### src/hdl/ex_pkg.sv
package ex_pkg;

    // machine word width
    localparam int xlen = 32;

    // 3R major opcodes, bits 31..15
    localparam logic [16:0] op_add_w = 17'h00020;
    localparam logic [16:0] op_sub_w = 17'h00022;
    localparam logic [16:0] op_slt   = 17'h00024;
    localparam logic [16:0] op_and   = 17'h00029;
    localparam logic [16:0] op_or    = 17'h0002a;
    localparam logic [16:0] op_xor   = 17'h0002b;
    localparam logic [16:0] op_mul_w = 17'h00038;

    // 2RI12 major opcode, bits 31..22
    localparam logic [9:0] op_addi_w = 10'h00a;

    // instruction not exist
    localparam logic [5:0] ecode_ine = 6'h0d;

    // bit 6 is the exception flag, bits 5..0 the ecode
    typedef logic [6:0] exc_w;

    typedef enum logic [3:0] {
        alu_add,
        alu_sub,
        alu_slt,
        alu_and,
        alu_or,
        alu_xor,
        alu_mul,
        alu_none
    } alu_op_e;

    // one instruction word, seen as either of the two supported formats
    typedef union packed {
        struct packed {
            logic [16:0] opcode;
            logic [4:0]  rk;
            logic [4:0]  rj;
            logic [4:0]  rd;
        } r3;
        struct packed {
            logic [9:0]  opcode;
            logic [11:0] si12;
            logic [4:0]  rj;
            logic [4:0]  rd;
        } ri12;
    } inst_word_u;

    // rd sits in the same place in both views
    // so either view may be used for it

endpackage

### src/hdl/ex1_ex2_reg.sv
module ex1_ex2_reg (
    input  logic         clk,
    input  logic         arst_n,
    input  logic         flush,
    input  logic         in_valid,
    input  logic         out_allowin,
    input  logic [31:0]  res0,
    input  logic [31:0]  res1,
    input  logic         lane_ok0,
    input  logic         lane_ok1,
    input  logic [4:0]   rd0,
    input  logic [4:0]   rd1,
    input  logic         is_mul0,
    input  ex_pkg::exc_w d_exc,
    input  logic [31:0]  d_badv,
    input  logic [31:0]  pp_hh,
    input  logic [31:0]  pp_hl,
    input  logic [31:0]  pp_lh,
    input  logic [31:0]  pp_ll,
    input  logic [31:0]  mul_comp,
    input  logic [31:0]  pc0,
    input  logic [31:0]  pc1,
    input  ex_pkg::exc_w fe_exc,
    input  logic [31:0]  fe_badv,
    output logic         in_allowin,
    output logic         r_valid,
    output logic [31:0]  r_res0,
    output logic [31:0]  r_res1,
    output logic         r_lane_ok0,
    output logic         r_lane_ok1,
    output logic [4:0]   r_rd0,
    output logic [4:0]   r_rd1,
    output logic         r_is_mul0,
    output logic [31:0]  r_pp_hh,
    output logic [31:0]  r_pp_hl,
    output logic [31:0]  r_pp_lh,
    output logic [31:0]  r_pp_ll,
    output logic [31:0]  r_mul_comp,
    output logic [31:0]  r_pc0,
    output logic [31:0]  r_pc1,
    output ex_pkg::exc_w r_exc,
    output logic [31:0]  r_badv
);

    logic accept;
    logic squash;

    // EX2 finishes in one cycle, so back-pressure comes only from downstream
    assign in_allowin = out_allowin;
    assign accept     = in_valid && out_allowin;

    // flush, or the held pair leaves with nothing behind it
    assign squash = flush || (out_allowin && !in_valid);

    always_ff @(posedge clk or negedge arst_n) begin
        if (!arst_n) begin
            r_valid    <= 1'b0;
            r_lane_ok0 <= 1'b0;
            r_lane_ok1 <= 1'b0;
            r_is_mul0  <= 1'b0;
            r_exc      <= '0;
        end else if (squash) begin
            r_valid    <= 1'b0;
            r_lane_ok0 <= 1'b0;
            r_lane_ok1 <= 1'b0;
            r_is_mul0  <= 1'b0;
            r_exc      <= '0;
        end else if (accept) begin
            r_valid    <= 1'b1;
            r_lane_ok0 <= lane_ok0;
            r_lane_ok1 <= lane_ok1;
            r_is_mul0  <= is_mul0;
            // front-end exception is older, keep its code
            r_exc      <= {fe_exc[6] | d_exc[6], fe_exc[6] ? fe_exc[5:0] : d_exc[5:0]};
        end
    end

    always_ff @(posedge clk) begin
        if (accept) begin
            r_res0     <= res0;
            r_res1     <= res1;
            r_rd0      <= rd0;
            r_rd1      <= rd1;
            r_pp_hh    <= pp_hh;
            r_pp_hl    <= pp_hl;
            r_pp_lh    <= pp_lh;
            r_pp_ll    <= pp_ll;
            r_mul_comp <= mul_comp;
            r_pc0      <= pc0;
            r_pc1      <= pc1;
            r_badv     <= fe_exc[6] ? fe_badv : d_badv;
        end
    end

    a_flush_kills: assert property (@(posedge clk) disable iff (!arst_n)
        flush |=> !r_valid)
        else $error("ex1_ex2_reg: pair still valid after flush");

    a_stall_holds: assert property (@(posedge clk) disable iff (!arst_n)
        !out_allowin |=> $stable(r_pc0))
        else $error("ex1_ex2_reg: r_pc0 changed under stall");

endmodule

### config.mk
export PLATFORM = sky130hd
export DESIGN_NAME = ex1_ex2_reg
export DESIGN_NICKNAME = d
export VERILOG_FILES = /design/src/hdl/ex_pkg.sv /design/src/hdl/ex1_ex2_reg.sv
export SDC_FILE = /design/constraint.sdc
export NUM_CORES = 1
export LEC_CHECK = 0
export ABC_AREA = 1
export BUFFER_PORTS_ARGS = -buffer_cell sky130_fd_sc_hd__buf_4
export CAP_MARGIN = 40
export CORE_AREA = 2 2 283 285
export DETAILED_ROUTE_END_ITERATION = 16
export DIE_AREA = 0 0 285 287
export GPL_TIMING_DRIVEN = 0
export SYNTH_ARGS = -nofsm -noshare
export SYNTH_HDL_FRONTEND = slang
export SYNTH_SLANG_ARGS = --single-unit
### constraint.sdc
create_clock -name clk -period 0.8 [get_ports clk]
set_input_delay 0.16 -clock clk [delete_from_list [all_inputs] [get_ports clk]]
set_output_delay 0.16 -clock clk [all_outputs]
set_load 0.01 [all_outputs]
* Word level (Yosys, flattened, before mapping)
Index checks and enable logic that the tools add are counted.
** Word-level totals
- Input port bits :: 384
- Register bits :: 341
- Output and inout bits :: 342
** Operators by class
- Bitwise gates (word level) :: 1
- Reduce and logical (&&, ||, !) cells :: 5
- Muxes and demuxes :: 12
** Operators with widths (count)
- 32-bit two-way mux :: 1
- 7-bit two-way mux :: 2
- 1-bit two-way mux :: 8
- 6-bit two-way mux :: 1
- 1-bit logical AND :: 2
- 2-bit nonzero test :: 1
- 1-bit logical NOT :: 1
- 1-bit logical OR :: 1
- 1-bit OR :: 1

* Longest topological paths before layout
- Word-level depth :: 4
- Depth in mapped cells :: 6

* Worst setup path before layout
No wires, ideal clock.
- Kind :: input to register
- Start point :: in out_allowin
- End point :: reg r_badv[0], enable pin
- Library setup time :: 0.680 ns
- Cell stages on the path :: 2
- Setup slack :: -6.502 ns
- Data required time :: 0.120 ns
- Arrival time :: 6.622 ns
- Cell sequence :: nand2_1 -> inv_1
** On the way
- Cells in the longest elaborated chain, start to end :: 1
** RTL lines
- from (decl) :: line ex1_ex2_reg.sv:6 : input logic out_allowin,
- 1-bit logical AND :: line ex1_ex2_reg.sv:50 : assign accept = in_valid && out_allowin;
- named net accept :: line ex1_ex2_reg.sv:45 : logic accept;
- to (signal assigned) :: line ex1_ex2_reg.sv:91 : r_badv <= fe_exc[6] ? fe_badv : d_badv;
- to (decl) :: line ex1_ex2_reg.sv:42 : output logic [31:0] r_badv
The timed path passes the listed nets, and every way through them passes these cells.
A chain may end at the register's enable or synchronous reset.

* Final worst setup path
- Start point :: reg r_pp_hl[25]
- End point :: out r_pp_hl[25]
** RTL lines
- from (decl) :: line ex1_ex2_reg.sv:35 : output logic [31:0] r_pp_hl,
- from (signal assigned) :: line ex1_ex2_reg.sv:85 : r_pp_hl <= pp_hl;
No word-level cell between the ends.

==> impl_metrics.json <==
{
  "first_iter_violations": 374,
  "worstSkewPairLatency_ps": 550,
  "numPortBuffers": 725,
  "cpPeakStageDelay_ps": 480,
  "cp.depth": 1,
  "dpl.hpwl_um": 30700,
  "cts_buffers": 40,
  "ir_drop_mv": 1.27,
  "cts.clk_slew.worst_paths_ps": 50,
  "die_x_um": 285,
  "htree_levels": 2,
  "placedCellCount": 2286,
  "postRouteAntennaNets": 0,
  "rsz0062_at_grt": "true",
  "synth.area.top_cells": "edfxtp_1 91%, nand2_1 5.1%, dfrtp_1 2.5%, buf_6 0.42%, buf_4 0.21%",
  "p_per_area_nw_per_um2": 1910,
  "setup_viol": 381,
  "synth_edf_count": 330,
  "fmax_mhz": 735,
  "synth_cell_type_count": 12,
  "pre_cts_ws_ps": -1730,
  "worstMarginPinSlew_ps": 434,
  "grt_max_degree": 23,
  "async_flop_share": 0.0323,
  "maxCapViolCount": 0,
  "synth_top_area_share": 0.914,
  "drc_errors": 0,
  "antenna_found_initial": 7,
  "path_buf_inv": 1,
  "grt-ovfl-total": 0,
  "ys_top_cells_by_count": "330 x edfxtp_1, 146 x nand2_1, 11 x dfrtp_1",
  "rows": 103,
  "worstSetupEndpoint": "r_pp_hl[25]",
  "r2r_slack_ps": 10,
  "cp-start-kind": "flip-flop",
  "setup_ws_ps": -561,
  "yosysSeqAreaShare": 0.939,
  "cpMaxStageDelayCell": "edfxtp_1",
  "worst_r2r_endpoint": "r_exc[1]",
  "yosysWarnings": 0,
  "cp_max_fo": 1,
  "wl_per_cell_um": 18.1,
  "final_nets": 2104,
  "arrival_ps": 1200,
  "numClockSinks": 341,
  "status": "finished with violations",
  "final_max_slew_viol_count": 0,
  "r2r-start": "r_exc[1]",
  "hold_path.class": "in2reg",
  "core_area_um2": 78600,
  "period_share": 1.70,
  "wirelength_um": 50900,
  "critical-path-top-delay-family": "flip-flops",
  "fin_skew_ps": 0,
  "finalHoldViolCount": 0,
  "first_pass_iters": 6,
  "required_ps": 640,
  "finalNonFillerCells": 2806,
  "track_usage": 0.114,
  "ioPinCount": 726,
  "power_mw": 48.2,
  "period_needed_ps": 1360,
  "yosysMostFrequentCell": "edfxtp_1",
  "cts_root_buffer": "clkbuf_16",
  "dieArea_um2": 81800,
  "clockBufferDepth": 3,
  "drive_gt1_frac": 0.496,
  "ys_seq_elements": 341,
  "synth_ff_type": "edfxtp_1",
  "startpoint": "r_pp_hl[25]",
  "worstRegToRegCells": 3,
  "synth_nets": 887,
  "area_growth_pct": 133,
  "synth_top_area_cell": "edfxtp_1",
  "synth.avg_cell_area_um2": 21.6,
  "postSynthCellCount": 503,
  "die_h_um": 287,
  "worstSetupEndpointType": "primary output",
  "grt_pass1_wl_um": 69200,
  "critPathKind": "reg2out",
  "cp_cell_sequence": "buf_6",
  "relSlewSlack": 0.710,
  "violations": "negative setup slack",
  "via_per_inst": 3.47,
  "synth_area_um2": 10800,
  "leakagePower_nw": 10.5,
  "initial_core_util": 0.138,
  "place_congestion": 0.868,
  "vias": 9748,
  "cts_tree": "done",
  "grt_pass1_vias": 10800
}
-- how the worst min path moves through the flow --
stage / from / end / slack [ps] / cells past startpoint
global placement: arst_n / r_exc[0] / 0.9 / 1
detailed placement: arst_n / r_exc[0] / 4 / 1
global route: fe_exc[6] / r_exc[6] / 6 / 4
CTS: out_allowin / r_valid / -60 / 5
finish: fe_exc[6] / r_exc[6] / 20 / 4
floorplan: arst_n / r_exc[0] / -140 / 0
-- final cells by class --
cell class / instances / area (um2)
Fill cell: 7392 / 53300
Timing Repair Buffer: 1173 / 11800
Sequential cell: 341 / 10200
Tap cell: 1050 / 1310
Clock buffer: 49 / 1060
Multi-Input combinational cell: 151 / 599
Clock inverter: 24 / 251
Buffer: 10 / 85.1
Antenna cell: 5 / 12.5
Inverter: 2 / 11.3
Timing Repair inverter: 1 / 7.51
-- repair_timing --
item,CTS,global route
cloned,23,6
endpoints found under the hold margin,352,10
endpoints found under the setup margin,671,552
pin swaps,0,1
hold buffers,381,2
setup buffers,25,12
gates resized for setup,300,84
-- logic make-up after synthesis --
kind of cell,synth area share
and+or+nand+nor,0.0520
DFF,0.939
AOI/OAI and AO/OA,0.000461
buffers and inverters,0.00831
-- stage by stage --
stage          setup TNS, ps  hold slack, ps  cell area (um2)  utilization
5_1_grt              -170750            5.58            25300        0.322
2_1_floorplan       -1569140            -136            10900            -
3_3_place_gp        -2334750           0.930            17600        0.224
6_report             -150390            23.9            25300        0.322
4_1_cts              -195900           -55.2            24800        0.316
3_5_place_dp         -446590            3.73            17800        0.226
-- per-layer routing --
layer  share of wire  GRT usage  wire [um]  vias up
met2            0.51      0.206      26000      561
met3           0.098     0.0473       4980      103
met1            0.35      0.116      17800     4742
met4           0.042     0.0476       2150        0
li1                -          -          -     4342
met5               0          0          0        -
-- power by group --
part	internal [mW]	switching, mW
Combinational	5.06	2.83
Sequential	21.0	0.640
Clock	11.0	7.69
Total	37.1	11.2
-- state kept, by name, summed over array words and instances (netlist names) --
name and flops:
r_pc0 32, r_is_mul0 1, r_res0 32, r_pp_hh 32, r_pp_ll 32, r_rd0 5, r_mul_comp 32, r_pp_hl 32
r_badv 32, r_lane_ok1 1, r_pc1 32, r_res1 32, r_exc 7, r_rd1 5, r_valid 1, r_lane_ok0 1
r_pp_lh 32
-- layout by cell type (no fill, tap or decap), types with 2 or more instances in the layout --
master / n
bufbuf_16: 4
dfrtp_1: 11
clkinv_2: 9
buf_8: 6
clkbuf_1: 8
inv_6: 3
buf_4: 421
diode_2: 5
edfxtp_1: 330
buf_16: 24
nand2_1: 145
clkinv_1: 6
buf_12: 4
nor2_2: 2
buf_2: 2
clkbuf_16: 45
dlygate4sd3_1: 381
clkinvlp_4: 3
buf_6: 335
bufinv_16: 5
Power figures use the tool's default switching activity.
