## src/hdl/ex_pkg.sv

```systemverilog
package ex_pkg;

    // machine word width
    localparam int xlen = 32;

    // 3R major opcodes, bits 31..15
    localparam logic [16:0] op_add_w = 17'h00020;
    localparam logic [16:0] op_sub_w = 17'h00022;
    localparam logic [16:0] op_slt   = 17'h00024;
    localparam logic [16:0] op_and   = 17'h00029;
    localparam logic [16:0] op_or    = 17'h0002a;
    localparam logic [16:0] op_xor   = 17'h0002b;
    localparam logic [16:0] op_mul_w = 17'h00038;

    // 2RI12 major opcode, bits 31..22
    localparam logic [9:0] op_addi_w = 10'h00a;

    // instruction not exist
    localparam logic [5:0] ecode_ine = 6'h0d;

    // bit 6 is the exception flag, bits 5..0 the ecode
    typedef logic [6:0] exc_w;

    typedef enum logic [3:0] {
        alu_add,
        alu_sub,
        alu_slt,
        alu_and,
        alu_or,
        alu_xor,
        alu_mul,
        alu_none
    } alu_op_e;

    // one instruction word, seen as either of the two supported formats
    typedef union packed {
        struct packed {
            logic [16:0] opcode;
            logic [4:0]  rk;
            logic [4:0]  rj;
            logic [4:0]  rd;
        } r3;
        struct packed {
            logic [9:0]  opcode;
            logic [11:0] si12;
            logic [4:0]  rj;
            logic [4:0]  rd;
        } ri12;
    } inst_word_u;

    // rd sits in the same place in both views
    // so either view may be used for it

endpackage

```

## src/hdl/ex1_decode_alu.sv

```systemverilog
module ex1_decode_alu (
    input  logic [31:0]  inst0,
    input  logic [31:0]  inst1,
    input  logic [31:0]  pc0,
    input  logic [31:0]  pc1,
    input  logic [31:0]  src_a0,
    input  logic [31:0]  src_b0,
    input  logic [31:0]  src_a1,
    input  logic [31:0]  src_b1,
    output logic [31:0]  res0,
    output logic [31:0]  res1,
    output logic         lane_ok0,
    output logic         lane_ok1,
    output logic [4:0]   rd0,
    output logic [4:0]   rd1,
    output logic         is_mul0,
    output ex_pkg::exc_w d_exc,
    output logic [31:0]  d_badv
);
    import ex_pkg::*;

    inst_word_u  w0;
    inst_word_u  w1;
    alu_op_e     op0;
    alu_op_e     op1;
    logic [31:0] opnd_b0;
    logic [31:0] opnd_b1;

    function automatic logic is_imm(input inst_word_u w);
        return w.ri12.opcode == op_addi_w;
    endfunction

    // addi.w shares the adder with add.w
    function automatic alu_op_e decode_op(input inst_word_u w);
        alu_op_e op;
        op = alu_none;
        if (is_imm(w)) begin
            op = alu_add;
        end else begin
            case (w.r3.opcode)
                op_add_w: op = alu_add;
                op_sub_w: op = alu_sub;
                op_slt:   op = alu_slt;
                op_and:   op = alu_and;
                op_or:    op = alu_or;
                op_xor:   op = alu_xor;
                op_mul_w: op = alu_mul;
                default:  op = alu_none;
            endcase
        end
        return op;
    endfunction

    function automatic logic [31:0] alu(input alu_op_e op, input logic [31:0] a,
                                        input logic [31:0] b);
        logic [31:0] r;
        case (op)
            alu_add: r = a + b;
            alu_sub: r = a - b;
            alu_slt: r = {31'b0, $signed(a) < $signed(b)};
            alu_and: r = a & b;
            alu_or:  r = a | b;
            alu_xor: r = a ^ b;
            // mul.w result is finished in EX2
            default: r = '0;
        endcase
        return r;
    endfunction

    assign w0 = inst0;
    assign w1 = inst1;

    assign op0 = decode_op(w0);
    assign op1 = decode_op(w1);

    // sign-extended si12 replaces rk for addi.w
    assign opnd_b0 = is_imm(w0) ? {{20{w0.ri12.si12[11]}}, w0.ri12.si12} : src_b0;
    assign opnd_b1 = is_imm(w1) ? {{20{w1.ri12.si12[11]}}, w1.ri12.si12} : src_b1;

    assign res0 = alu(op0, src_a0, opnd_b0);
    assign res1 = alu(op1, src_a1, opnd_b1);

    assign rd0 = w0.r3.rd;
    assign rd1 = w1.r3.rd;

    // only lane 0 owns the multiplier
    assign lane_ok0 = op0 != alu_none;
    assign lane_ok1 = (op1 != alu_none) && (op1 != alu_mul);
    assign is_mul0  = op0 == alu_mul;

    // lane 0 reports first
    always_comb begin
        d_exc  = '0;
        d_badv = '0;
        if (!lane_ok0) begin
            d_exc  = {1'b1, ecode_ine};
            d_badv = pc0;
        end else if (!lane_ok1) begin
            d_exc  = {1'b1, ecode_ine};
            d_badv = pc1;
        end
    end

endmodule

```

## config.mk

```make
export PLATFORM = sky130hd
export DESIGN_NAME = ex1_decode_alu
export DESIGN_NICKNAME = d
export VERILOG_FILES = /design/src/hdl/ex_pkg.sv /design/src/hdl/ex1_decode_alu.sv
export SDC_FILE = /design/constraint.sdc
export NUM_CORES = 1
export LEC_CHECK = 0
export BUFFER_PORTS_ARGS = -buffer_cell sky130_fd_sc_hd__buf_2
export CORE_ASPECT_RATIO = 1.1
export CORE_MARGIN = 1.5
export CORE_UTILIZATION = 54
export DETAILED_ROUTE_END_ITERATION = 7
export PLACE_DENSITY_LB_ADDON = 0.12
export SLEW_MARGIN = 40
export SYNTH_ARGS = -nofsm -noshare
export SYNTH_HDL_FRONTEND = slang
export SYNTH_SLANG_ARGS = --single-unit
```

## constraint.sdc

```tcl
create_clock -name vclk -period 6.7
set_clock_uncertainty 0.15 [all_clocks]
set_input_delay 1.005 -clock vclk [all_inputs]
set_output_delay 1.005 -clock vclk [all_outputs]
set_load 0.01 [all_outputs]
```

* Yosys cells after proc, flatten, opt, wreduce, memory -nomap -nowiden
Cells that the tools add are included.
** Word-level totals
- Flip-flop bits (word level) :: 0
- Input bits :: 256
- Output and inout bits :: 116
- Logic and storage cells :: 57
** Operators by class
- Add/subtract/negate cells :: 4
- Order comparisons :: 2
- Equality and inequality tests :: 30
- Mux-type cells :: 12
- Bitwise gates (word level) :: 6
- Reductions and logical operators :: 3
** Operators by type and width (number)
- case mux 32 bit (6 select lines) :: 2
- == test 17 x 6 -> 1 bit, second input constant :: 14
- two-way mux 32 bit :: 4
- adder 32 bit :: 2
- bitwise AND 32 bit :: 2
- < comparator 32 bit :: 2
- OR 32 bit :: 2
- subtractor 32 bit :: 2
- XOR 32 bit :: 2
- case mux 3 bit (7 select lines) :: 2
- == test 10 x 4 -> 1 bit, second input constant :: 2
- == test 4 x 3 -> 1 bit, second input constant :: 5
- == test 4 x 2 -> 1 bit, second input constant :: 4
- two-way mux 7 bit :: 2
- inequality test 4 x 3 -> 1 bit, second input constant :: 3
- == test 4 x 1 -> 1 bit, second input constant :: 2
- zero test 4 bit :: 2
- two-way mux 3 bit :: 2
- logical AND 1 bit :: 1

* Depth between registers and ports, before layout
- Word-level depth :: 7
- Depth in mapped cells :: 22
- Depth with buffers taken out :: 19

* Worst setup path after synthesis
Ideal clock, no wire load.
- Path kind :: input-to-output
- Start :: input port inst0[28]
- End :: output port res0[27]
- Data arrival time :: 5.268 ns
- Data required time :: 5.545 ns
- Slack :: 0.277 ns
- Stages :: 19
- Cell sequence :: nor4_1 nand2_1 or4_1 clkbuf_1 nor2_1 clkbuf_1 a21o_1 inv_1 ha_1 clkbuf_1 nand2_1 or3_1 o221ai_1 a2111oi_0 nor3_1 nor2_1 o21ai_0 mux2_2 o22ai_1
** Between the ends
- Cells in the longest elaborated chain, start to end :: 5
- Elaborated cells on any way between the ends :: 23
- Classes of those cells :: 2 x add/sub; 13 x eq/ne; 4 x mux; 3 x bitwise; 1 x reduce/logical
** Ends and longest elaborated chain
- start: declaration :: RTL line ex1_decode_alu.sv:2 : input logic [31:0] inst0,
- parallel branches: the longest is 4 deep, another holds subtractor 32 bit
- case mux 32 bit (6 select lines) * :: RTL line ex1_decode_alu.sv:57 : case (op)
- end: declaration :: RTL line ex1_decode_alu.sv:10 : output logic [31:0] res0,
Every way passes the cells marked *.

* Final worst setup path
- Start :: input port inst0[29]
- End :: output port res0[28]
The elaborated chain is that of the path after synthesis.

==> impl_metrics.sql <==
INSERT INTO impl_metrics (metric_group, metric, value, unit) VALUES
('min_path', 'hold_depth', '0', ''),
('floorplan', 'die_area', '21600', 'µm²'),
('logic_synthesis', 'synth_cell_types', '80', ''),
('floorplan', 'start_util', '54.8', '%'),
('setup_path', 'cpMaxStageDelayCell', 'or4_4', ''),
('cells_and_area', 'finish.utilization', '72.6', '%'),
('min_path', 'hold_start', 'inst0[4]', ''),
('min_path', 'holdCritPathClass', 'in -> out', ''),
('routing', 'vias_per_cell', '6.24', ''),
('cells_and_area', 'fillers', '1776', ''),
('pwr', 'cellLeakagePower', '7.82', 'nW'),
('setup_path', 'worstPathArrival', '5550', 'ps'),
('logic_synthesis', 'yosys_warnings', '0', ''),
('placed_design', 'globalplace.congestion', '1.00', ''),
('cells_and_area', 'multi_input_area', '10600', 'µm²'),
('run_status', 'status', 'complete, but fails checks', ''),
('timing', 'timing.final.ws_setup', '-0.129', 'ps'),
('setup_path', 'cp-startpoint', 'inst0[29]', ''),
('placed_design', 'dp_cells', '2449', ''),
('logic_synthesis', 'ys_top_cells_by_area', 'ha_1 (23%), nand2_1 (7.8%), a21oi_1 (7.0%), inv_1 (6.5%), nor2_1 (6.1%)', ''),
('floorplan', 'count_of_pins_on_the_block_boundary', '372', ''),
('setup_path', 'critical-path-max-stage-delay', '630', 'ps'),
('placed_design', 'final_hpwl_from_detailed_placement', '36200', 'µm'),
('timing', 'hold_slack', '1860', 'ps'),
('timing', 'final-setup-viol-count', '1', ''),
('routing', 'drtPass1Iterations', '6', ''),
('routing', 'drt_first_iter_violations', '1318', ''),
('timing', 'worstMarginPinSlew', '766', 'ps'),
('cells_and_area', 'finalNetCount', '2671', ''),
('cells_and_area', 'final_cell_count_no_fill', '2462', ''),
('setup_path', 'worstSetupStartpointType', 'input port', ''),
('placed_design', 'count_of_input_and_output_buffers', '339', ''),
('cells_and_area', 'nFlopsAndLatches', '0', ''),
('cells_and_area', 'final_cell_area', '14800', 'µm²'),
('setup_path', 'timing.critical_path.max_delay_family', 'compound AO/OA/AOI/OAI gates', ''),
('setup_path', 'critical_path_depth', '20', ''),
('routing', 'vias', '15400', ''),
('timing', 'achievable_clock_frequency', '149', 'MHz'),
('global_routing', 'first_global_vias', '14200', ''),
('routing', 'drt.antenna.violating_nets', '0', ''),
('logic_synthesis', 'ys_seq_area_share', '0', '%'),
('global_routing', 'grt_first_pass_wirelength', '69800', 'µm'),
('setup_path', 'cp.required', '5540', 'ps'),
('floorplan', 'floorplan.die.height', '154', 'µm'),
('setup_path', 'worstPathMaxFanout', '7', ''),
('cells_and_area', 'combined_flip_flop_and_latch_cell_area', '0', 'µm²'),
('logic_synthesis', 'synth_cells', '1798', ''),
('routing', 'totalWireLength', '46200', 'µm'),
('global_routing', 'antenna_found_initial', '3', ''),
('cells_and_area', 'post_route_cells_drive_above_1_share', '29.6', '%'),
('flow_run', 'timing.max_cap.violations', '0', ''),
('timing', 'worst_slew_margin_rel', '48.5', '%'),
('timing', 'finalWorstPathRequiredPeriod', '6700', 'ps'),
('pwr', 'power_density', '71.0', 'nW/µm²'),
('floorplan', 'placeable_area', '20400', 'µm²'),
('timing', 'post-route-period-util', '100', '%'),
('timing', 'rsz0062_at_grt', 'yes', ''),
('timing', 'final.setup.tns', '-0.129', 'ps'),
('run_status', 'failed_checks', 'negative setup slack', ''),
('floorplan', 'chipWidth', '140', 'µm'),
('setup_path', 'worstPathCellList', 'buf_2 -> nor4_4 -> nand2_2 -> or4_4 -> buf_12 -> nand2_4 -> nand2_4 -> fa_2 -> nor2_4 -> o311ai_4 -> a211oi_2 -> a41oi_2 -> o211a_1 -> or3_4 -> o41ai_4 -> a21o_1 -> nor2_1 -> o32ai_1 -> nand3_1 -> buf_2', ''),
('cells_and_area', 'area_growth_syn_to_layout', '32.5', '%'),
('setup_path', 'cp.buffers_inverters', '3', ''),
('logic_synthesis', 'post-synth-top-area-cell', 'ha_1', ''),
('timing', 'finalHoldViolCount', '0', ''),
('global_routing', 'grt.overflow.total', '0', ''),
('setup_path', 'endpoint_kind', 'primary output', ''),
('floorplan', 'rows', '55', ''),
('logic_synthesis', 'synth_area_per_cell', '6.22', 'µm²'),
('cells_and_area', 'clockBufferCount', '0', ''),
('pwr', 'vdd_ir_drop_max', '0.0000441', 'V'),
('setup_path', 'critical_path_class', 'in -> out', ''),
('timing', 'final-max-slew-violation-count', '0', ''),
('global_routing', 'grt_start_max_net_pins', '35', ''),
('logic_synthesis', 'area_of_the_mapped_netlist', '11200', 'µm²'),
('routing', 'post-route-drc-count', '0', ''),
('logic_synthesis', 'synthDominantCellAreaShare', '23.0', '%'),
('global_routing', 'gr-usage-all-layers', '38.9', '%'),
('placed_design', 'placed_area', '14000', 'µm²'),
('routing', 'post_drt_wl_per_cell', '18.8', 'µm');
-- through the flow --
step	setup WS [ps]	total power [mW]
after CTS	-29.5	0.961
after global placement	-143	0.927
after floorplan	277	0.567
after global routing	-72.0	1.14
after detailed placement	-208	0.944
final	-0.129	1.05
-- power breakdown --
part | total [mW] | internal, mW | switching, mW
clock | 0.0000000601 | 0.0000000601 | 0
combinational | 1.05 | 0.455 | 0.598
sequential | 0 | 0 | 0
-- per-layer routing --
layer / vias to the layer above / GRT usage, % / wire [µm]
li1: 7211 / - / -
met1: 7125 / 47.3 / 17800
met2: 856 / 67.1 / 21900
met3: 182 / 5.42 / 4310
met4: 0 / 18.8 / 2150
met5: - / 0 / 0
-- cells in the mapped netlist (5+ instances only) --
cell type    n
or4_1        8
o31ai_1     11
o21ai_0    114
nor2b_1     13
a31oi_1     16
a21oi_1    157
xnor2_1      7
ha_1       206
inv_1      193
clkbuf_1    91
o32ai_1      6
nand3_1     62
o221ai_1    24
o211ai_1    36
a221o_1     12
o21ai_1      5
o21bai_1    30
o31a_1       5
o22ai_1     20
nand4_1     10
or3_1       16
o311ai_0     8
nand2b_1    19
mux2i_1      9
buf_4       16
a211oi_1    21
nor4_1      20
nor3_1      40
buf_2       11
nor3b_1      5
nand2_1    232
a211o_1      7
mux2_2      11
a21o_1      66
a311oi_1     5
nor2_1     181
or2_2        5
a221oi_1    22
-- cell families after synthesis --
kind of cell               synth area share (%)
and+or+nand+nor                            25.2
AOI/OAI and AO/OA                          37.1
buffers and inverters                      11.2
adders and majority gates                  23.8
muxes                                      1.91
xor gates and xnor gates                  0.704
other                                    0.0335
-- area by class of cell --
| type | instances | share of cell area, % |
|---|---|---|
| antenna | 3 | 0.0506 |
| timing repair buffer | 524 | 21.2 |
| inverter | 193 | 4.88 |
| multi-input combinational | 1486 | 71.7 |
| tap | 256 | 2.16 |
-- cell usage in the layout (no fill, tap or decap), types with 6 or more instances in the layout --
cell type / synthesis / layout
o22ai_1: 20 / 17
nand3_1: 62 / 59
nand4_1: 10 / 10
o211ai_1: 36 / 36
or3_1: 16 / 15
inv_1: 193 / 186
o311ai_0: 8 / 7
o221ai_1: 24 / 23
inv_2: 0 / 7
xnor2_1: 7 / 7
nand2_1: 232 / 226
o21ai_1: 5 / 11
nor4_1: 20 / 14
o21ai_0: 114 / 106
a211oi_2: 3 / 8
ha_1: 206 / 189
nor3_1: 40 / 38
nand2b_1: 19 / 18
nor4_2: 2 / 6
a31oi_1: 16 / 13
a211o_1: 7 / 7
or4_1: 8 / 6
o21bai_1: 30 / 29
mux2_2: 11 / 11
a21oi_1: 157 / 150
a221oi_1: 22 / 21
a21oi_2: 2 / 8
buf_2: 11 / 338
ha_4: 0 / 14
a21o_1: 66 / 66
o31ai_1: 11 / 10
mux2i_1: 9 / 9
a221o_1: 12 / 12
buf_4: 16 / 179
nor2_1: 181 / 171
a211oi_1: 21 / 16
nor2b_1: 13 / 11
-- worst paths after layout --
kind	to	slack, ps
worst max-delay path	res0[28]	-0.1
worst min-delay path	rd0[4]	1860
-- repair_timing --
| action | 4_1_cts | 5_1_grt |
|---|---|---|
| pin swaps | 5 | 43 |
| gates resized for setup | 18 | 117 |
| setup buffers | 1 | 7 |
| setup endpoints to repair | 13 | 26 |
| hold buffers | 0 | 0 |
| cloned | 0 | 1 |
No activity file was read; power rests on OpenSTA's default activity.
