$ cat config.mk
export PLATFORM = sky130hd
export DESIGN_NAME = ex2_result
export DESIGN_NICKNAME = d
export VERILOG_FILES = /design/src/hdl/ex_pkg.sv /design/src/hdl/ex2_result.sv
export SDC_FILE = /design/constraint.sdc
export NUM_CORES = 1
export LEC_CHECK = 0
export ABC_AREA = 1
export BUFFER_PORTS_ARGS = -buffer_cell sky130_fd_sc_hd__buf_2
export CAP_MARGIN = 15
export CORE_AREA = 5 5 113 115
export DETAILED_ROUTE_END_ITERATION = 7
export DIE_AREA = 0 0 118 120
export PLACE_DENSITY = 0.5
export SYNTH_ARGS = -nofsm -noshare
export SYNTH_HDL_FRONTEND = slang
export SYNTH_SLANG_ARGS = --single-unit
export TNS_END_PERCENT = 50
$ cat constraint.sdc
create_clock -name vclk -period 3.4
set_clock_uncertainty 0.05 [all_clocks]
set_input_delay 0.68 -clock vclk [all_inputs]
set_output_delay 0.68 -clock vclk [all_outputs]
set_load 0.02 [all_outputs]
$ cat src/hdl/ex_pkg.sv
package ex_pkg;

    // machine word width
    localparam int xlen = 32;

    // 3R major opcodes, bits 31..15
    localparam logic [16:0] op_add_w = 17'h00020;
    localparam logic [16:0] op_sub_w = 17'h00022;
    localparam logic [16:0] op_slt   = 17'h00024;
    localparam logic [16:0] op_and   = 17'h00029;
    localparam logic [16:0] op_or    = 17'h0002a;
    localparam logic [16:0] op_xor   = 17'h0002b;
    localparam logic [16:0] op_mul_w = 17'h00038;

    // 2RI12 major opcode, bits 31..22
    localparam logic [9:0] op_addi_w = 10'h00a;

    // instruction not exist
    localparam logic [5:0] ecode_ine = 6'h0d;

    // bit 6 is the exception flag, bits 5..0 the ecode
    typedef logic [6:0] exc_w;

    typedef enum logic [3:0] {
        alu_add,
        alu_sub,
        alu_slt,
        alu_and,
        alu_or,
        alu_xor,
        alu_mul,
        alu_none
    } alu_op_e;

    // one instruction word, seen as either of the two supported formats
    typedef union packed {
        struct packed {
            logic [16:0] opcode;
            logic [4:0]  rk;
            logic [4:0]  rj;
            logic [4:0]  rd;
        } r3;
        struct packed {
            logic [9:0]  opcode;
            logic [11:0] si12;
            logic [4:0]  rj;
            logic [4:0]  rd;
        } ri12;
    } inst_word_u;

    // rd sits in the same place in both views
    // so either view may be used for it

endpackage

$ cat src/hdl/ex2_result.sv
module ex2_result (
    input  logic         r_valid,
    input  logic [31:0]  r_res0,
    input  logic [31:0]  r_res1,
    input  logic         r_is_mul0,
    input  logic         r_lane_ok0,
    input  logic         r_lane_ok1,
    input  logic [31:0]  r_pp_hh,
    input  logic [31:0]  r_pp_hl,
    input  logic [31:0]  r_pp_lh,
    input  logic [31:0]  r_pp_ll,
    input  logic [31:0]  r_mul_comp,
    input  ex_pkg::exc_w r_exc,
    output logic [31:0]  wdata0,
    output logic [31:0]  wdata1,
    output logic         wen0,
    output logic         wen1
);
    import ex_pkg::*;

    localparam int half = xlen / 2;

    logic [2*xlen-1:0] prod;
    logic              exc_any;

    // weights 2^0, 2^16, 2^16, 2^32
    // compensation lands on the upper word with hh
    assign prod = {{xlen{1'b0}}, r_pp_ll}
                + {{half{1'b0}}, r_pp_hl, {half{1'b0}}}
                + {{half{1'b0}}, r_pp_lh, {half{1'b0}}}
                + {r_pp_hh, {xlen{1'b0}}}
                + {r_mul_comp, {xlen{1'b0}}};

    // mul.w keeps the low word
    assign wdata0 = r_is_mul0 ? prod[xlen-1:0] : r_res0;
    assign wdata1 = r_res1;

    // any exception kills the whole pair
    assign exc_any = r_exc[6];

    assign wen0 = r_valid && r_lane_ok0 && !exc_any;
    assign wen1 = r_valid && r_lane_ok1 && !exc_any;

endmodule

Word level (Yosys, flattened, before mapping) --
Index checks and enable logic that the tools add are counted.
Word-level totals: bits in registers 0, word-level logic and storage cells 10, input port bits 235, output and inout port bits 66
Operators by class: muxes and demuxes 1, add/subtract/negate cells 4, reductions and logical operators 5
Operator list (count):
- adder 32 x 1 -> 32 bit (second input constant) | 2
- adder 32 bit | 2
- 2-to-1 mux 32 bit | 1
- logical AND 1 bit | 4
- logical NOT 1 bit | 1

Logic depth before layout (Yosys ltp) --
Gate-level depths: netlist (run 1).
depth in word-level cells 5, mapped depth 14, gate-level depth less buffers 14

Worst setup path after synthesis (run 1) --
No wires, ideal clock.
path kind in2out, start point in r_pp_hl[1], end point out wdata0[21], slack 0.077 ns, arrival time 2.593 ns, stages 8, data required time 2.670 ns, path buffers 0, cell sequence fa_1 > ha_1 > inv_1 > fa_1 > nor2_1 > nor2_1 > xor2_1 > o21ai_0
On the way: longest elaborated chain between the ends 5
Ends and longest elaborated chain:
- from (decl) | line ex2_result.sv:9 | input logic [31:0] r_pp_hl,
- adder 32 bit | line ex2_result.sv:29 | + {{half{1'b0}}, r_pp_hl, {half{1'b0}}}
- adder 32 bit | line ex2_result.sv:30 | + {{half{1'b0}}, r_pp_lh, {half{1'b0}}}
- adder 32 x 1 -> 32 bit | line ex2_result.sv:31 | + {r_pp_hh, {xlen{1'b0}}}
- adder 32 x 1 -> 32 bit | line ex2_result.sv:32 | + {r_mul_comp, {xlen{1'b0}}};
- 2-to-1 mux 32 bit | line ex2_result.sv:35 | assign wdata0 = r_is_mul0 ? prod[xlen-1:0] : r_res0;
- to (decl) | line ex2_result.sv:14 | output logic [31:0] wdata0,
Every way passes these cells.

Final worst setup path (run 1) --
start point in r_pp_hl[1], end point out wdata0[29]
Same word-level chain as after synthesis.

==> key figures, run 1 <==
Run status
  • Status: finished, final reports clean

Synthesis
  • Sequential area share after synthesis: 0%
  • Syn_area_per_cell: 5.604 µm²
  • Biggest area consumer among synthesized cells: nand2_1
  • Top cells by area, synth: nand2_1, fa_1, buf_4
  • Mapped cell area: 1872 µm²
  • Post-synth net total: 599
  • Dominant cell by count in the synthesized netlist: nand2_1
  • Cell count after synthesis: 334
  • Synth cell types: 22
  • Share of the synthesized area in the top cell type: 30.28%
  • Ys Warns: 0
  • Synth top cells by count: nand2_1, inv_1, buf_4

Pwr
  • Power Dens Cells: 267.4 nW/µm²
  • Pleak: 1.618 nW
  • Peak supply drop: 0.1022 mV

Detailed routing
  • Routed vias/inst: 3.755
  • Routed WL: 6340 µm
  • Drt wl/cell: 10.87 µm
  • Via Count: 2,189
  • Drt pass-1 iters: 5
  • Remaining antenna violation count after routing: 0
  • Detailed-route DRC error count: 0
  • DR iter-0 viols: 58

STA
  • Final Hold Fails: 0
  • Slew @ Worst Pin: 0.4418 ns
  • WHS: 1.310 ns
  • Slew headroom: 70.51%
  • Final setup fails: 0
  • FMAX: 297.0 MHz
  • Final period util: 99.02%
  • Unrepaired setup endpoints after global routing: true
  • Max Slew Vio Count: 0
  • Fin crit period: 3.367 ns

Placed design
  • Port Buffers: 135
  • GP Congestion: 0.7958
  • Post-DP HPWL: 5451 µm
  • Dpl cells: 582

Setup path
  • CP peak stage delay: 0.54 ns
  • CP cell instances: buf_6, fa_1, ha_2, inv_2, fa_2, inv_2, nand3_2, nand3_2, nand3_2, nand4_1, nand3_2, nand2_2, buf_6
  • Most used cell, CP: nand3_2
  • Crit path capture type: output pin
  • CP top delay family: adder cells
  • CP Class: in -> out
  • WP buf/inv: 4
  • Critical Path RT: 2.67 ns
  • CP Max Fanout: 3
  • CP max-delay cell: fa_1
  • Startpoint types: input port
  • CP arrival: 2.64 ns

Floorplanning
  • Chip width: 118 µm
  • Die Height: 120 µm
  • CORE AREA: 11,710 µm²
  • Site row count: 40
  • Die ar.: 14,160 µm²
  • I/O pin count: 301
  • Initial Utilization: 15.98%

Cells and area
  • Finished Layout Cells: 583
  • # clk buffers: 0
  • Number of diodes: 0
  • Share of cells above drive strength 1: 42.66%
  • Area grow syn2layout: 45.99%
  • Seq cells: 0
  • Nets: 703
  • FF/Latch Area: 0 µm²
  • FILL cells: 1,350

Job
  • MaxCap Viol Count: 0

Worst hold path
  • Worst hold start: r_res1[12]
  • WHS Path Cells: 0
  • Worst hold endpoint: wdata1[12]
  • Worst hold path type: in -> out

Global routing
  • Total gr overflow: 0
  • First-pass GRT wire length: 10,110 µm
  • GR Util All Layers: 8.186%
  • Largest net degree at the start of global routing: 27
  • Initial antenna violation count: 0
  • Vias in the first global route: 2,186

Clocking
  • Post-CTS Hold Buffers: 0
where the power goes:
group	internal (mW)	switching (mW)
logic	0.307	0.423
clock network	0	0
registers	0	0
total	0.307	0.423
metrics by stage:
step / setup TNS, ns / power, mW / cell area [µm²] / setup WS, ns / utilization [%]
2_1_floorplan: 0 / 0.4689 / 1872 / 0.07737 / -
3_3_place_gp: -0.3656 / 0.6289 / 2487 / -0.1348 / 21.24
3_5_place_dp: -0.5550 / 0.6327 / 2487 / -0.1752 / 21.24
4_1_cts: 0 / 0.6664 / 2567 / 0.006776 / 21.92
5_1_grt: -0.2797 / 0.8323 / 2733 / -0.06014 / 23.33
6_report: 0 / 0.7307 / 2733 / 0.03325 / 23.33
metal layers:
layer	up-vias	global-route usage [%]	part of all wire [%]
met4	0	0.07168	0
met1	931	10.66	45
met2	78	14.71	47
li1	1180	-	-
met3	0	1.791	7.6
met5	-	0	0
timing repair:
item                       CTS  global route
setup buffers                1             0
resized for setup           21            37
setup endpoints to repair    6            10
pin swaps                    8            10
worst max path at each step:
stage | start | to | cells past startpoint
2_1_floorplan | r_pp_hl[1] | wdata0[21] | 8
3_3_place_gp | r_pp_hl[1] | wdata0[29] | 13
3_5_place_dp | r_pp_hl[1] | wdata0[29] | 13
4_1_cts | r_pp_ll[17] | wdata0[29] | 14
5_1_grt | r_pp_hl[1] | wdata0[29] | 13
6_report | r_pp_hl[1] | wdata0[29] | 13
cell type report:
cell class	instances	area, µm²	area share, %
multi-input cells	244	1598	58.47
inverters	51	191.4	7.006
repair buffers	141	759.5	27.79
well taps	147	183.9	6.731
cell usage in the layout (no fill, tap or decap):
cell      netlist  routed
buf_2           3     127
buf_4          33       9
nor2_4          0       1
a21oi_1         7       6
nand2_4         0       1
fa_1           16      15
inv_2           0       2
ha_2            0       6
fa_2            0       1
nand3_2         1       9
o21ai_0         6       6
nor2_2          2       5
or2_1           1       1
a21oi_2         0       1
ha_1           14       2
inv_1          51      49
xnor2_1         3       3
o21ai_1         3       3
nor3_1          1       1
nand2_1       151     139
nand4_1         2       2
nand3b_1        2       2
nand2_2         0      11
nand3_1        18       9
ha_4            0       6
nor2_1         14      10
xor2_1          2       2
nand3_4         0       1
buf_6           1       5
o21ai_2         1       1
cells by family (layout without fill, tap and decap cells):
logic type      Yosys count  count (layout)  synth area share (%)
buf+inv                  90             192                 25.27
fa+ha+maj                30              30                 26.47
xor+xnor                  5               5                 2.340
simple gates            192             192                 41.18
compound gates           17              17                 4.746
(Power assumes the default switching activity.)
==> run 2, diff against run 1 <==
==> constraint.sdc (replaced) <==
create_clock -name vclk -period 3.4
set_clock_uncertainty 0.05 [all_clocks]
set_input_delay 0.17 -clock vclk [all_inputs]
set_output_delay 0.17 -clock vclk [all_outputs]
set_load 0.02 [all_outputs]
==> run 2 against run 1 <==
Die area is the same. First-iteration DRC count grew 12%. Via count shrank 0.78%. Setup slack gained 0.82 ns. Routed wire length shrank 4.0%. Final cell count shrank 0.86%. Combinational power shrank 15%. Total power shrank 15%. Final area shrank 9.3%. Critical path depth grew 1. Fmax grew 32%. Largest cell class unchanged.
==> key figures, run 2 (synthesized netlist as in run 1, its figures left out) <==
Setup path
  • CP Max Fanout: 3
  • CP Class: in -> out
  • Critical Path RT: 3.18 ns
  • Crit path capture type: output pin
  • CP arrival: 2.32 ns
  • Startpoint types: input port
  • Worst setup path start: r_pp_hl[1]

Cells and area
  • Most frequent cells in the layout: nand2_1, buf_2, inv_1
  • Nets: 698
  • FILL cells: 1,373
  • Finished Layout Cells: 578
  • Share of cells above drive strength 1: 32.48%
  • Seq cells: 0
  • Area grow syn2layout: 32.35%
  • FF/Latch Area: 0 µm²
  • # clk buffers: 0
  • Commonest non-fill, non-tap cell in the layout: nand2_1
  • Number of diodes: 0

Detailed routing
  • Via Count: 2,172
  • Drt pass-1 iters: 4
  • DR iter-0 viols: 65
  • Detailed-route DRC error count: 0
  • Routed WL: 6087 µm
  • Drt wl/cell: 10.53 µm
  • Remaining antenna violation count after routing: 0
  • Routed vias/inst: 3.758

STA
  • Final period util: 74.80%
  • Total negative setup slack: 0 ns
  • Slew headroom: 61.75%
  • Slew @ Worst Pin: 0.5731 ns
  • Final setup fails: 0
  • Final Hold Fails: 0
  • Unrepaired setup endpoints after global routing: false
  • Max Slew Vio Count: 0
  • FMAX: 393.2 MHz
  • Fin crit period: 2.543 ns

Global routing
  • GR Util All Layers: 8.094%
  • Initial antenna violation count: 0
  • Largest net degree at the start of global routing: 39
  • First-pass GRT wire length: 9984 µm
  • Vias in the first global route: 2,156
  • Total gr overflow: 0

Placed design
  • Port Buffers: 135
  • GP Congestion: 0.7958
  • Dpl cells: 577
  • Post-DP HPWL: 5484 µm

Pwr
  • Power Dens Cells: 250.0 nW/µm²
  • Pleak: 1.561 nW
  • Peak supply drop: 0.1100 mV

Floorplanning
  • Initial Utilization: 15.98%
  • Die ar.: 14,160 µm²
  • Die Height: 120 µm
  • I/O pin count: 301
  • Site row count: 40
  • Chip width: 118 µm
  • CORE AREA: 11,710 µm²

Clocking
  • CTS resizes: 0
  • Number of setup buffers added after CTS: 0
  • Post-CTS Hold Buffers: 0

Run status
  • Status: finished, final reports clean

Job
  • MaxCap Viol Count: 0

Worst hold path
  • Worst hold path type: in -> out
  • Worst hold start: r_res1[12]
## run 2: critical path, cell delays in order
cell	delay, ns
buf_2	0.11
fa_1	0.53
ha_1	0.21
inv_1	0.07
fa_1	0.41
inv_1	0.11
nand3_1	0.07
nand3_1	0.11
nand3_1	0.10
nand3_1	0.08
nand2_1	0.05
nand3_1	0.09
nand2_1	0.06
buf_2	0.16
## run 2: stage by stage
stage	total power [mW]	area, µm²	util (%)	setup WS [ns]	hold WS (ns)
after global routing	0.7199	2477	21.15	0.6356	0.2900
final	0.6192	2477	21.15	0.8569	0.2900
after floorplan	0.4689	1872	-	1.097	0.3698
after CTS	0.6298	2450	20.92	0.8220	0.2901
after detailed placement	0.6257	2450	20.92	0.8345	0.2901
after global placement	0.6195	2450	20.92	0.8433	0.2901
## run 2: cell type report
cell class / count / area [µm²] / share of cell area (%)
multi-input cells: 244 / 1399 / 56.46
repair buffers: 136 / 703.2 / 28.38
inverters: 51 / 191.4 / 7.727
well taps: 147 / 183.9 / 7.424
## run 2: power by group
group          leakage, nW  internal [mW]  switching [mW]  total [mW]
clock                    0              0               0           0
sequential               0              0               0           0
combinational         1.56          0.240           0.380       0.619
## run 2: path summary, 6_finish.rpt
path                         end  slack (ns)  depth (start not counted)
worst min-delay path  wdata1[12]        0.29                          0
worst max-delay path  wdata0[29]        0.86                         14
## run 2: per-layer routing
layer | up-vias | track usage, % | wire, µm
li1 | 1170 | - | -
met4 | 0 | 0.07168 | 0
met5 | - | 0 | 0
met1 | 920 | 10.56 | 2713
met3 | 0 | 1.649 | 497
met2 | 82 | 14.60 | 2876
==> run 3, diff against run 2 <==
Settings changed: ABC_AREA 1 to 0, CORE_AREA 5 5 113 115 to 5 5 114 116, DIE_AREA 0 0 118 120 to 0 0 119 121, PLACE_DENSITY 0.5 to 0.48.
Clock period 3.4 ns to 2.5 ns, I/O delays scaled along.
==> run 3 against run 2 <==
Die area grew 1.7%. Critical path depth down 3. Flip-flop and latch count unchanged. Critical endpoint is now wdata0[27]. Final cell count down 16%. The run now ends with negative setup slack left. Combinational power increased by 78%. Utilization grew 1.9 points. Clock-buffer cell count unchanged. Highest routed layer is now met4. Setup slack worse by 0.99 ns.
==> key figures, run 3 <==
Pwr
  • Power Dens Cells: 402.7 nW/µm²
  • Peak supply drop: 0.1772 mV
  • Pleak: 1.314 nW

Synthesis
  • Ys Warns: 0
  • Top cells by area, synth: fa_1, buf_4, mux2_2
  • Mapped cell area: 1747 µm²
  • Dominant cell by count in the synthesized netlist: buf_4
  • Cell count after synthesis: 217
  • Biggest area consumer among synthesized cells: fa_1
  • Sequential area share after synthesis: 0%
  • Share of the synthesized area in the top cell type: 18.34%
  • Synth top cells by count: buf_4, mux2_2, nand2_1
  • Synth cell types: 44
  • Post-synth net total: 482
  • Syn_area_per_cell: 8.049 µm²

Detailed routing
  • Remaining antenna violation count after routing: 0
  • Drt pass-1 iters: 4
  • Drt wl/cell: 13.53 µm
  • Routed WL: 6577 µm
  • DR iter-0 viols: 55
  • Routed vias/inst: 4.156
  • Via Count: 2,020
  • Detailed-route DRC error count: 0

Global routing
  • First-pass GRT wire length: 10,220 µm
  • Initial antenna violation count: 0
  • Vias in the first global route: 2,055
  • GR Util All Layers: 8.425%
  • Total gr overflow: 0
  • Largest net degree at the start of global routing: 21

Floorplanning
  • Site row count: 40
  • Die ar.: 14,400 µm²
  • I/O pin count: 301
  • Die Height: 121 µm
  • CORE AREA: 11,810 µm²
  • Initial Utilization: 14.79%
  • Chip width: 119 µm

Cells and area
  • Area grow syn2layout: 55.87%
  • # clk buffers: 0
  • Core Util, Final: 23.05%
  • Nets: 606
  • FF/Latch Area: 0 µm²
  • Commonest non-fill, non-tap cell in the layout: buf_2
  • Seq cells: 0
  • Number of diodes: 0
  • Most frequent cells in the layout: buf_2, buf_4, mux2_2
  • Finished Layout Cells: 486
  • Share of cells above drive strength 1: 62.83%

Setup path
  • Crit path capture type: output pin
  • CP max-delay cell: fa_1
  • CP Max Fanout: 3
  • WP buf/inv: 3
  • CP peak stage delay: 0.54 ns
  • Levels on crit path: 11
  • CP top delay family: adder cells
  • CP Class: in -> out
  • CP cell instances: buf_6, fa_1, ha_2, inv_2, fa_2, nor2b_4, o211a_4, nor3_2, o2111a_1, or3_4, buf_6
  • Most used cell, CP: buf_6
  • Startpoint types: input port
  • Critical Path RT: 2.33 ns
  • CP arrival: 2.46 ns

STA
  • WHS: 0.2000 ns
  • Fin crit period: 2.636 ns
  • Final WS setup: -0.1364 ns
  • Final Hold Fails: 0
  • Final setup fails: 7
  • Max Slew Vio Count: 0
  • Unrepaired setup endpoints after global routing: true
  • Slew headroom: 56.90%
  • Slew @ Worst Pin: 0.6457 ns
  • FMAX: 379.3 MHz
  • Total negative setup slack: -0.4165 ns
  • Final period util: 105.5%

Placed design
  • Post-DP HPWL: 5891 µm
  • Dpl cells: 486
  • GP Congestion: 0.8056
  • Port Buffers: 135

Worst hold path
  • WHS Path Cells: 0
  • Worst hold path type: in -> out

Run status
  • Status: complete, but fails checks
  • Failing checks: negative setup slack

Clocking
  • Post-CTS Hold Buffers: 0

Job
  • MaxCap Viol Count: 0
-- run 3: cell count changes after synthesis, moves of 4 or more --
cell,change
xnor2_1,+4
mux2_2,+21
inv_1,-42
nand3_1,-9
o21ai_0,+6
nand2_1,-131
a21o_1,+6
-- run 3: cells by family after synthesis --
family,share of synthesized area (%)
compound gates,20.49
xor+xnor,4.012
fa+ha+maj,28.37
simple gates,16.48
buf+inv,17.12
mux,13.54
-- run 3: final cells by class --
class | instances | area, µm²
fillers | 1325 | 9089
repair buffers | 160 | 889.6
inverters | 9 | 33.78
multi-input cells | 170 | 1615
well taps | 147 | 183.9
-- run 3: routing by layer --
layer  wire length, µm  vias up  global-route usage [%]  part of all wire, %
met5                 0        -                       0                    0
met4                39        0                  0.7241                 0.59
met3               823       12                   2.797                   13
met2              3084      113                   14.55                   47
met1              2630      907                   10.58                   40
li1                  -      988                       -                    -
-- run 3: path summary, 6_finish.rpt --
| check | start | end | slack (ns) |
|---|---|---|---|
| setup / recovery | r_pp_ll[17] | wdata0[27] | -0.14 |
| hold / removal | r_res1[13] | wdata1[13] | 0.20 |
-- run 3: stage by stage --
stage / setup slack [ns] / area (µm²) / total power, mW
after detailed placement: -0.3346 / 2529 / 0.9821
final: -0.1364 / 2723 / 1.097
after global placement: -0.3507 / 2529 / 0.9805
after CTS: -0.2203 / 2572 / 1.018
after global routing: -0.2272 / 2723 / 1.221
after floorplan: -0.06132 / 1747 / 0.6495
-- run 3: what timing repair did --
item	4_1_cts	5_1_grt
buffers inserted	0	0
pin swaps	10	12
setup endpoints to repair	9	11
hold endpoints to repair	0	0
gates resized for setup	16	28
-- run 3: power by group --
part | total (mW) | leakage [nW] | switching [mW] | internal (mW)
Combinational | 1.10 | 1.31 | 0.572 | 0.525
Sequential | 0 | 0 | 0 | 0
Clock | 0 | 0 | 0 | 0
